File: src/hdl/csr_pkg.sv
/*
 * Register map of the DTW engine
 * Word indices, control and status layouts, identity constants
 */
`default_nettype none

package csr_pkg;

    localparam int ADDR_W = 16;

    typedef logic [ADDR_W-3:0] reg_idx_t;

    localparam reg_idx_t REG_CONTROL     = 14'd0;
    localparam reg_idx_t REG_STATUS      = 14'd1;
    localparam reg_idx_t REG_VERSION     = 14'd3;
    localparam reg_idx_t REG_KEY         = 14'd4;
    localparam reg_idx_t REG_QUERY_COUNT = 14'd5;

    typedef struct packed {
        logic [28:0] rsvd;
        logic        mode;
        logic        run;
        logic        soft_reset;
    } ctrl_t;

    typedef struct packed {
        logic [24:0] rsvd_hi;
        logic        result_pending;
        logic [3:0]  rsvd_mid;
        logic        load_done;
        logic        rsvd_lo;
    } status_t;

    // Major in [31:28], minor in [27:20], revision in [19:16]
    localparam logic [3:0] VERSION_MAJOR    = 4'd1;
    localparam logic [7:0] VERSION_MINOR    = 8'd0;
    localparam logic [3:0] VERSION_REVISION = 4'd0;
    localparam logic [31:0] VERSION_WORD =
        {VERSION_MAJOR, VERSION_MINOR, VERSION_REVISION, 16'h0000};

    localparam logic [31:0] KEY_WORD = 32'h0ca7_cafe;

    localparam logic [1:0] RESP_OKAY   = 2'b00;
    localparam logic [1:0] RESP_SLVERR = 2'b10;

endpackage

`default_nettype wire

File: src/hdl/dtw_pkg.sv
/*
 * DTW datapath types
 * Samples, saturating scores and the link word passed along the
 * systolic array of processing elements
 */
`default_nettype none

package dtw_pkg;

    localparam int SAMPLE_W = 16;
    localparam int SCORE_W  = 32;

    typedef logic signed [SAMPLE_W-1:0] sample_t;
    typedef logic [SCORE_W-1:0]         score_t;

    // Saturated score, stands in for an infinite border cell
    localparam score_t SCORE_INF = '1;

    // One item moving from an element to its right neighbour
    typedef struct packed {
        logic    valid;
        logic    load;
        logic    first;
        logic    last;
        sample_t sample;
        score_t  left;
        score_t  diag;
    } dtw_link_t;

endpackage

`default_nettype wire

File: src/hdl/dtw_accel.sv
/*
 * DTW distance engine top level
 * AXI4-Lite control, AXI4-Stream samples in and scores out,
 * with a linear systolic array of N_PE elements
 */
`timescale 1ns/1ps
`default_nettype none

module dtw_accel #(
    parameter int N_PE = 8
) (
    input  logic        S_AXI_clk,
    input  logic        w_axi_rst,

    input  logic        i_awvalid,
    input  logic [15:0] i_awaddr,
    output logic        o_awready,
    input  logic        i_wvalid,
    input  logic [31:0] i_wdata,
    output logic        o_wready,
    output logic        o_bvalid,
    input  logic        i_bready,
    output logic [1:0]  o_bresp,
    input  logic        i_arvalid,
    input  logic [15:0] i_araddr,
    output logic        o_arready,
    output logic        o_rvalid,
    input  logic        i_rready,
    output logic [1:0]  o_rresp,
    output logic [31:0] o_rdata,

    input  logic        i_src_tvalid,
    output logic        o_src_tready,
    input  logic [31:0] i_src_tdata,
    input  logic        i_src_tlast,

    output logic        o_sink_tvalid,
    input  logic        i_sink_tready,
    output logic [31:0] o_sink_tdata,
    output logic        o_sink_tlast,
    output logic [3:0]  o_sink_tdest,
    output logic [7:0]  o_sink_tid,
    output logic [3:0]  o_sink_tkeep
);
    import dtw_pkg::*;
    import csr_pkg::*;

    ctrl_t       w_ctrl;
    logic        w_load_done;
    logic        w_result_pending;
    logic [31:0] w_query_count;
    logic        w_advance;
    dtw_link_t   w_link [N_PE+1];

    // One score per packet on a fixed destination
    assign o_sink_tlast = 1'b1;
    assign o_sink_tdest = 4'd1;
    assign o_sink_tid   = '0;
    assign o_sink_tkeep = '1;

    dtw_csr u_csr (
        .S_AXI_clk        (S_AXI_clk),
        .w_axi_rst        (w_axi_rst),
        .i_awvalid        (i_awvalid),
        .i_awaddr         (i_awaddr),
        .o_awready        (o_awready),
        .i_wvalid         (i_wvalid),
        .i_wdata          (i_wdata),
        .o_wready         (o_wready),
        .o_bvalid         (o_bvalid),
        .i_bready         (i_bready),
        .o_bresp          (o_bresp),
        .i_arvalid        (i_arvalid),
        .i_araddr         (i_araddr),
        .o_arready        (o_arready),
        .o_rvalid         (o_rvalid),
        .i_rready         (i_rready),
        .o_rresp          (o_rresp),
        .o_rdata          (o_rdata),
        .o_ctrl           (w_ctrl),
        .i_load_done      (w_load_done),
        .i_result_pending (w_result_pending),
        .i_query_count    (w_query_count)
    );

    dtw_feeder #(
        .N_PE (N_PE)
    ) u_feeder (
        .S_AXI_clk    (S_AXI_clk),
        .w_axi_rst    (w_axi_rst),
        .i_ctrl       (w_ctrl),
        .i_advance    (w_advance),
        .i_src_tvalid (i_src_tvalid),
        .o_src_tready (o_src_tready),
        .i_src_tdata  (i_src_tdata),
        .i_src_tlast  (i_src_tlast),
        .o_link       (w_link[0]),
        .o_load_done  (w_load_done)
    );

    // Element k computes column k+1
    for (genvar k = 0; k < N_PE; k++) begin : g_pe
        dtw_pe u_pe (
            .S_AXI_clk    (S_AXI_clk),
            .w_axi_rst    (w_axi_rst),
            .i_soft_reset (w_ctrl.soft_reset),
            .i_advance    (w_advance),
            .i_link       (w_link[k]),
            .o_link       (w_link[k+1])
        );
    end

    dtw_drain u_drain (
        .S_AXI_clk        (S_AXI_clk),
        .w_axi_rst        (w_axi_rst),
        .i_soft_reset     (w_ctrl.soft_reset),
        .i_link           (w_link[N_PE]),
        .i_sink_tready    (i_sink_tready),
        .o_sink_tvalid    (o_sink_tvalid),
        .o_sink_tdata     (o_sink_tdata),
        .o_advance        (w_advance),
        .o_result_pending (w_result_pending),
        .o_query_count    (w_query_count)
    );

endmodule

`default_nettype wire

File: src/hdl/dtw_csr.sv
/*
 * AXI4-Lite register slave for the DTW engine
 * Holds CONTROL, builds STATUS and answers the identity and count words
 */
`timescale 1ns/1ps
`default_nettype none

module dtw_csr (
    input  logic          S_AXI_clk,
    input  logic          w_axi_rst,

    input  logic          i_awvalid,
    input  logic [15:0]   i_awaddr,
    output logic          o_awready,
    input  logic          i_wvalid,
    input  logic [31:0]   i_wdata,
    output logic          o_wready,
    output logic          o_bvalid,
    input  logic          i_bready,
    output logic [1:0]    o_bresp,

    input  logic          i_arvalid,
    input  logic [15:0]   i_araddr,
    output logic          o_arready,
    output logic          o_rvalid,
    input  logic          i_rready,
    output logic [1:0]    o_rresp,
    output logic [31:0]   o_rdata,

    output csr_pkg::ctrl_t o_ctrl,
    input  logic          i_load_done,
    input  logic          i_result_pending,
    input  logic [31:0]   i_query_count
);
    import csr_pkg::*;

    ctrl_t    r_ctrl;
    status_t  w_status;
    reg_idx_t w_wr_idx;
    reg_idx_t w_rd_idx;
    logic     w_wr_accept;
    logic     w_rd_accept;
    logic     w_wr_known;
    logic     w_rd_known;
    logic [31:0] w_rd_data;

    // Address and data must arrive together
    assign w_wr_accept = i_awvalid && i_wvalid && !o_bvalid;
    assign w_rd_accept = i_arvalid && !o_rvalid;
    assign o_awready   = w_wr_accept;
    assign o_wready    = w_wr_accept;
    assign o_arready   = w_rd_accept;

    assign w_wr_idx = i_awaddr[15:2];
    assign w_rd_idx = i_araddr[15:2];
    assign o_ctrl   = r_ctrl;

    always_comb begin
        w_status = '0;
        w_status.load_done      = i_load_done;
        w_status.result_pending = i_result_pending;
    end

    // Read-only words still accept writes, which are ignored
    always_comb begin
        case (w_wr_idx)
            REG_CONTROL, REG_STATUS, REG_VERSION, REG_KEY, REG_QUERY_COUNT:
                w_wr_known = 1'b1;
            default:
                w_wr_known = 1'b0;
        endcase
    end

    always_comb begin
        w_rd_known = 1'b1;
        case (w_rd_idx)
            REG_CONTROL:     w_rd_data = r_ctrl;
            REG_STATUS:      w_rd_data = w_status;
            REG_VERSION:     w_rd_data = VERSION_WORD;
            REG_KEY:         w_rd_data = KEY_WORD;
            REG_QUERY_COUNT: w_rd_data = i_query_count;
            default: begin
                w_rd_data  = '0;
                w_rd_known = 1'b0;
            end
        endcase
    end

    always_ff @(posedge S_AXI_clk) begin
        if (w_axi_rst) begin
            r_ctrl   <= '0;
            o_bvalid <= 1'b0;
            o_rvalid <= 1'b0;
        end else begin
            if (w_wr_accept) begin
                o_bvalid <= 1'b1;
                if (w_wr_idx == REG_CONTROL) begin
                    r_ctrl <= ctrl_t'(i_wdata);
                end
            end else if (i_bready) begin
                o_bvalid <= 1'b0;
            end

            if (w_rd_accept) begin
                o_rvalid <= 1'b1;
            end else if (i_rready) begin
                o_rvalid <= 1'b0;
            end
        end
    end

    // Response payload
    always_ff @(posedge S_AXI_clk) begin
        if (w_wr_accept) begin
            o_bresp <= w_wr_known ? RESP_OKAY : RESP_SLVERR;
        end
        if (w_rd_accept) begin
            o_rdata <= w_rd_data;
            o_rresp <= w_rd_known ? RESP_OKAY : RESP_SLVERR;
        end
    end

endmodule

`default_nettype wire

File: src/hdl/dtw_drain.sv
/*
 * Result drain
 * Holds finished scores for the sink stream and stalls the array
 * while a held score is refused
 */
`timescale 1ns/1ps
`default_nettype none

module dtw_drain (
    input  logic               S_AXI_clk,
    input  logic               w_axi_rst,
    input  logic               i_soft_reset,
    input  dtw_pkg::dtw_link_t i_link,
    input  logic               i_sink_tready,
    output logic               o_sink_tvalid,
    output dtw_pkg::score_t    o_sink_tdata,
    output logic               o_advance,
    output logic               o_result_pending,
    output logic [31:0]        o_query_count
);
    logic w_handover;
    logic w_capture;

    assign w_handover       = o_sink_tvalid && i_sink_tready;
    assign o_advance        = !o_sink_tvalid || i_sink_tready;
    assign o_result_pending = o_sink_tvalid;

    // Last row of a query carries D[M][N_PE] in left
    assign w_capture = o_advance && i_link.valid && !i_link.load && i_link.last;

    always_ff @(posedge S_AXI_clk) begin
        if (w_axi_rst || i_soft_reset) begin
            o_sink_tvalid <= 1'b0;
            o_query_count <= '0;
        end else begin
            if (w_capture) begin
                o_sink_tvalid <= 1'b1;
            end else if (w_handover) begin
                o_sink_tvalid <= 1'b0;
            end
            if (w_handover) begin
                o_query_count <= o_query_count + 1'b1;
            end
        end
    end

    always_ff @(posedge S_AXI_clk) begin
        if (w_capture) begin
            o_sink_tdata <= i_link.left;
        end
    end

endmodule

`default_nettype wire

File: src/hdl/dtw_feeder.sv
/*
 * Source stream feeder
 * Turns stream words into reference-load or query row items and
 * supplies the column-zero borders of each row
 */
`timescale 1ns/1ps
`default_nettype none

module dtw_feeder #(
    parameter int N_PE = 8
) (
    input  logic               S_AXI_clk,
    input  logic               w_axi_rst,
    input  csr_pkg::ctrl_t     i_ctrl,
    input  logic               i_advance,

    input  logic               i_src_tvalid,
    output logic               o_src_tready,
    input  logic [31:0]        i_src_tdata,
    input  logic               i_src_tlast,

    output dtw_pkg::dtw_link_t o_link,
    output logic               o_load_done
);
    import dtw_pkg::*;

    localparam int CNT_W = $clog2(N_PE + 1);

    dtw_link_t       r_link;
    logic [CNT_W-1:0] r_load_count;
    logic            r_first;
    logic            w_take;

    assign o_src_tready = i_ctrl.run && !i_ctrl.soft_reset && i_advance;
    assign w_take       = i_src_tvalid && o_src_tready;
    assign o_load_done  = (r_load_count == CNT_W'(N_PE));
    assign o_link       = r_link;

    always_ff @(posedge S_AXI_clk) begin
        if (w_axi_rst || i_ctrl.soft_reset) begin
            r_link.valid <= 1'b0;
            r_load_count <= '0;
            r_first      <= 1'b1;
        end else if (i_advance) begin
            r_link.valid  <= w_take;
            r_link.load   <= !i_ctrl.mode;
            r_link.first  <= r_first && i_ctrl.mode;
            r_link.last   <= i_src_tlast;
            r_link.sample <= sample_t'(i_src_tdata[15:0]);
            // Column zero is infinite except D[0][0]
            r_link.left   <= SCORE_INF;
            r_link.diag   <= r_first ? '0 : SCORE_INF;

            if (w_take && !i_ctrl.mode && !o_load_done) begin
                r_load_count <= r_load_count + 1'b1;
            end
            // Next query starts after tlast
            if (w_take && i_ctrl.mode) begin
                r_first <= i_src_tlast;
            end
        end
    end

endmodule

`default_nettype wire

File: src/hdl/dtw_pe.sv
/*
 * DTW processing element
 * Holds one reference sample and computes one column of the matrix
 */
`timescale 1ns/1ps
`default_nettype none

module dtw_pe (
    input  logic               S_AXI_clk,
    input  logic               w_axi_rst,
    input  logic               i_soft_reset,
    input  logic               i_advance,
    input  dtw_pkg::dtw_link_t i_link,
    output dtw_pkg::dtw_link_t o_link
);
    import dtw_pkg::*;

    sample_t          r_ref;
    score_t           r_col;
    dtw_link_t        r_out;
    logic signed [16:0] w_diff;
    logic [16:0]      w_mag;
    score_t           w_cost;
    score_t           w_up;
    score_t           w_min;
    logic [32:0]      w_sum;
    score_t           w_score;

    // Local cost |q - r|
    assign w_diff = 17'(i_link.sample) - 17'(r_ref);
    assign w_mag  = w_diff[16] ? 17'(-w_diff) : 17'(w_diff);
    assign w_cost = {15'b0, w_mag};

    // Row zero above the first query row is infinite
    assign w_up = i_link.first ? SCORE_INF : r_col;

    always_comb begin
        w_min = i_link.left;
        if (i_link.diag < w_min)
            w_min = i_link.diag;
        if (w_up < w_min)
            w_min = w_up;
    end

    assign w_sum   = {1'b0, w_min} + {1'b0, w_cost};
    assign w_score = w_sum[32] ? SCORE_INF : w_sum[31:0];
    assign o_link  = r_out;

    always_ff @(posedge S_AXI_clk) begin
        if (w_axi_rst || i_soft_reset) begin
            r_out.valid <= 1'b0;
        end else if (i_advance) begin
            r_out.valid <= i_link.valid;
            r_out.load  <= i_link.load;
            r_out.first <= i_link.first;
            r_out.last  <= i_link.last;
            if (i_link.valid && i_link.load) begin
                // Shift the reference one element onward
                r_ref        <= i_link.sample;
                r_out.sample <= r_ref;
            end else if (i_link.valid) begin
                r_out.sample <= i_link.sample;
                r_out.left   <= w_score;
                r_out.diag   <= w_up;
                r_col        <= w_score;
            end
        end
    end

endmodule

`default_nettype wire

File: config.mk
export PLATFORM = sky130hd
export DESIGN_NAME = dtw_accel
export DESIGN_NICKNAME = d
export VERILOG_FILES = /design/src/hdl/csr_pkg.sv /design/src/hdl/dtw_pkg.sv /design/src/hdl/dtw_accel.sv /design/src/hdl/dtw_csr.sv /design/src/hdl/dtw_drain.sv /design/src/hdl/dtw_feeder.sv /design/src/hdl/dtw_pe.sv
export SDC_FILE = /design/constraint.sdc
export NUM_CORES = 2
export LEC_CHECK = 0
export BUFFER_PORTS_ARGS = -buffer_cell sky130_fd_sc_hd__clkbuf_2
export CAP_MARGIN = 20
export CORE_ASPECT_RATIO = 1.4
export CORE_UTILIZATION = 60
export CTS_CLUSTER_SIZE = 8
export DETAILED_ROUTE_END_ITERATION = 8
export HOLD_SLACK_MARGIN = 0.06
export MAX_ROUTING_LAYER = met4
export PLACE_DENSITY = 0.77
export REMOVE_ABC_BUFFERS = 1
export SYNTH_ARGS = -nofsm -noshare
export SYNTH_HDL_FRONTEND = slang
export SYNTH_SLANG_ARGS = --single-unit
File: constraint.sdc
create_clock -name S_AXI_clk -period 11.7 [get_ports S_AXI_clk]
set_input_delay 3.51 -clock S_AXI_clk [delete_from_list [all_inputs] [get_ports S_AXI_clk]]
set_output_delay 3.51 -clock S_AXI_clk [all_outputs]
set_load 0.005 [all_outputs]
==> metrics.cfg <==
[pwr]
p_per_area_mw_per_mm2=101
ir_drop_mv=0.148
p_leak_nw=31.8
p_total_w=0.00756

[logic_synthesis]
yosysSeqAreaShare=0.387
synth_area_leaders=edfxtp_1, ha_1, mux2i_1, a21oi_1, nor2_1
syn_area_sq_mm=0.0684
synth.avg_cell_area_sq_um=9.61
syn_inst=7125
ys_top_cells_by_count=edfxtp_1, ha_1, nor2_1, inv_1, a21oi_1
yosys_register_bits=910
synth_area_leader_cell=edfxtp_1
async_flop_share=0
synth_warnings=0
synth_edf_count=829
synthFlopType=edfxtp_1
synth_cell_types=94
synth_most_common_cell=edfxtp_1
synth_top_cell_area_share=0.364

[placement]
hpwlAfterDp_um=126000
port_buffers=158
gp_congestion=0.975
dp_slack_ns=1.71
placedInstanceArea_sq_mm=0.0708

[min_path]
hp-class=reg -> reg
holdCritStartpoint=u_feeder.o_link[80]

[routing]
vias_per_cell=5.98
drc_errors=0
ant_nets=0
wire_per_inst_um=18.4
initialDrtViolationCount=2661
dr.pass1.iters=7
wirelength_um=162000
via_count=52600

[cts]
ctsHoldBuffers=0
post_cts_resized=0
clk_latency_ns=0.79
clk_pin_slew_ns=0.05
clockBufferDepth=3
cts_root_buffer=clkbuf_16
cts_tree=yes
htreeDepth=4
cts_made_buffers=132
clkSinkCount=910
post_cts_buffers=0

[timing]
fmax_mhz=99.4
final_hold_viol_count=0
rsz0062_at_grt=no
tightest_slew_ns=1.16
period_share=0.860
relSlewSlack=0.219
finalWorstSetupSlack_ns=1.64
setup-tns-final_ns=0
skew_ns=0.0465
setup_violations=0
period_needed_ns=10.06
final_max_slew_viol_count=0

[worst_setup_path]
r2r-start=g_pe[0].u_pe.r_col[28]
critical_path.top_delay_family=compound AO/OA/AOI/OAI gates
slowest_delay_ns=0.79
cp_num_buf_inv=4
cp.arrival_ns=10.51
criticalPathCategory=reg -> reg
cpMostUsedCell=nor2_1
endpoint_kind=flop
path_max_fanout=27
cp_data_required_time_ns=12.15
cp-startpoint=g_pe[0].u_pe.r_col[28]
start_kind=flop
slowest_stage=or2_1

[floorplan]
core_area_sq_mm=0.113
die_width_um=287
start_util=0.605
rows=146
dieArea_sq_mm=0.115
num_io_pins=198
die_y_um=402

[cells_and_area]
areaGrowthSynthToFinish_pct=9.17
fill_cells=9007
regArea_sq_mm=0.0265
final_area_sq_mm=0.0747
num_antenna_cells=0
final_nets=8136
drive_gt1_frac=0.0883
multi_input_area_sq_mm=0.0390

[global_route]
grt_usage=0.290
grt_pass1_wl_um=262000
antenna_found_initial=0
grt_pass1_vias=53800
overflow=0
grt_max_degree=65

[outcome]
status=finished clean

[flow_run]
maxCapViolations=0

==> kinds of logic (layout without fill, tap and decap cells) <==
logic type,Yosys count,in the layout,share of synthesized area
and+or+nand+nor,2274,2274,0.163
AOI/OAI and AO/OA,1474,1474,0.136
DFF,910,910,0.387
buffers and inverters,807,985,0.0471
adders and majority gates,756,756,0.140
muxes,501,501,0.0741
xor gates and xnor gates,401,401,0.0513
other,2,19,0.000110
==> metal layers <==
metal  part of all wire  vias to the layer above  global-route usage
li1                   -                    26100                   -
met1               0.35                    24900               0.268
met2               0.54                     1028               0.543
met3              0.026                      528              0.0342
met4              0.077                        0               0.203
met5                  0                        -                   -
==> flip-flops by register name, summed over array words and instances, names as in the netlist <==
name and count:
u_csr.o_bvalid 1, u_drain.o_query_count 32, g_pe.u_pe.r_ref 128, u_csr.o_rvalid 1, u_csr.o_rdata 32, u_csr.o_rresp 1
u_csr.o_ctrl 32, u_feeder.r_load_count 4, u_drain.o_result_pending 1, u_feeder.o_link 21, u_drain.o_sink_tdata 32, u_feeder.r_first 1
u_csr.o_bresp 1, g_pe.u_pe.r_col 160, g_pe.u_pe.o_link 463
==> path summary, 6_finish.rpt <==
path,to,slack [ns],cells after the start
worst max register to register,g_pe[1].u_pe.r_col[12],1.64,35
worst max-delay path,g_pe[1].u_pe.r_col[12],1.64,35
worst min-delay path,g_pe[0].u_pe.o_link[80],0.42,0
worst min register to register,g_pe[0].u_pe.o_link[80],0.42,0
==> stage by stage <==
step / cells / hold slack [ns] / util
6_report: 8800 / 0.416 / 0.661
5_1_grt: 8800 / 0.426 / 0.661
4_1_cts: 8794 / 0.415 / 0.660
3_5_place_dp: 8614 / 0.405 / 0.626
3_3_place_gp: 8613 / 0.400 / 0.626
2_1_floorplan: 6904 / 0.400 / -
==> cell type report <==
| cell class | count | area share |
|---|---|---|
| flip-flops and latches | 910 | 0.355 |
| multi-input cells | 5425 | 0.522 |
| well taps | 1480 | 0.0248 |
| inverters | 569 | 0.0286 |
| repair buffers | 236 | 0.0185 |
| clock inverters | 16 | 0.00536 |
| clock buffers | 164 | 0.0461 |
==> report_power, final <==
| part | leakage (nW) | internal, W | switching [W] |
|---|---|---|---|
| Combinational | 22.4 | 0.000176 | 0.000267 |
| Clock | 1.83 | 0.00208 | 0.00148 |
| Sequential | 7.57 | 0.00355 | 0.00000831 |
==> layout by cell type (no fill, tap or decap), types with 176 or more instances in the layout <==
cell / instances
edfxtp_1: 829
xor2_1: 176
nand2_1: 478
ha_1: 740
xnor2_1: 225
a21oi_1: 487
nand3_1: 194
inv_1: 569
mux2i_1: 455
o21ai_0: 261
nor2_1: 636
Note: power is estimated with default switching activity, not from simulation.
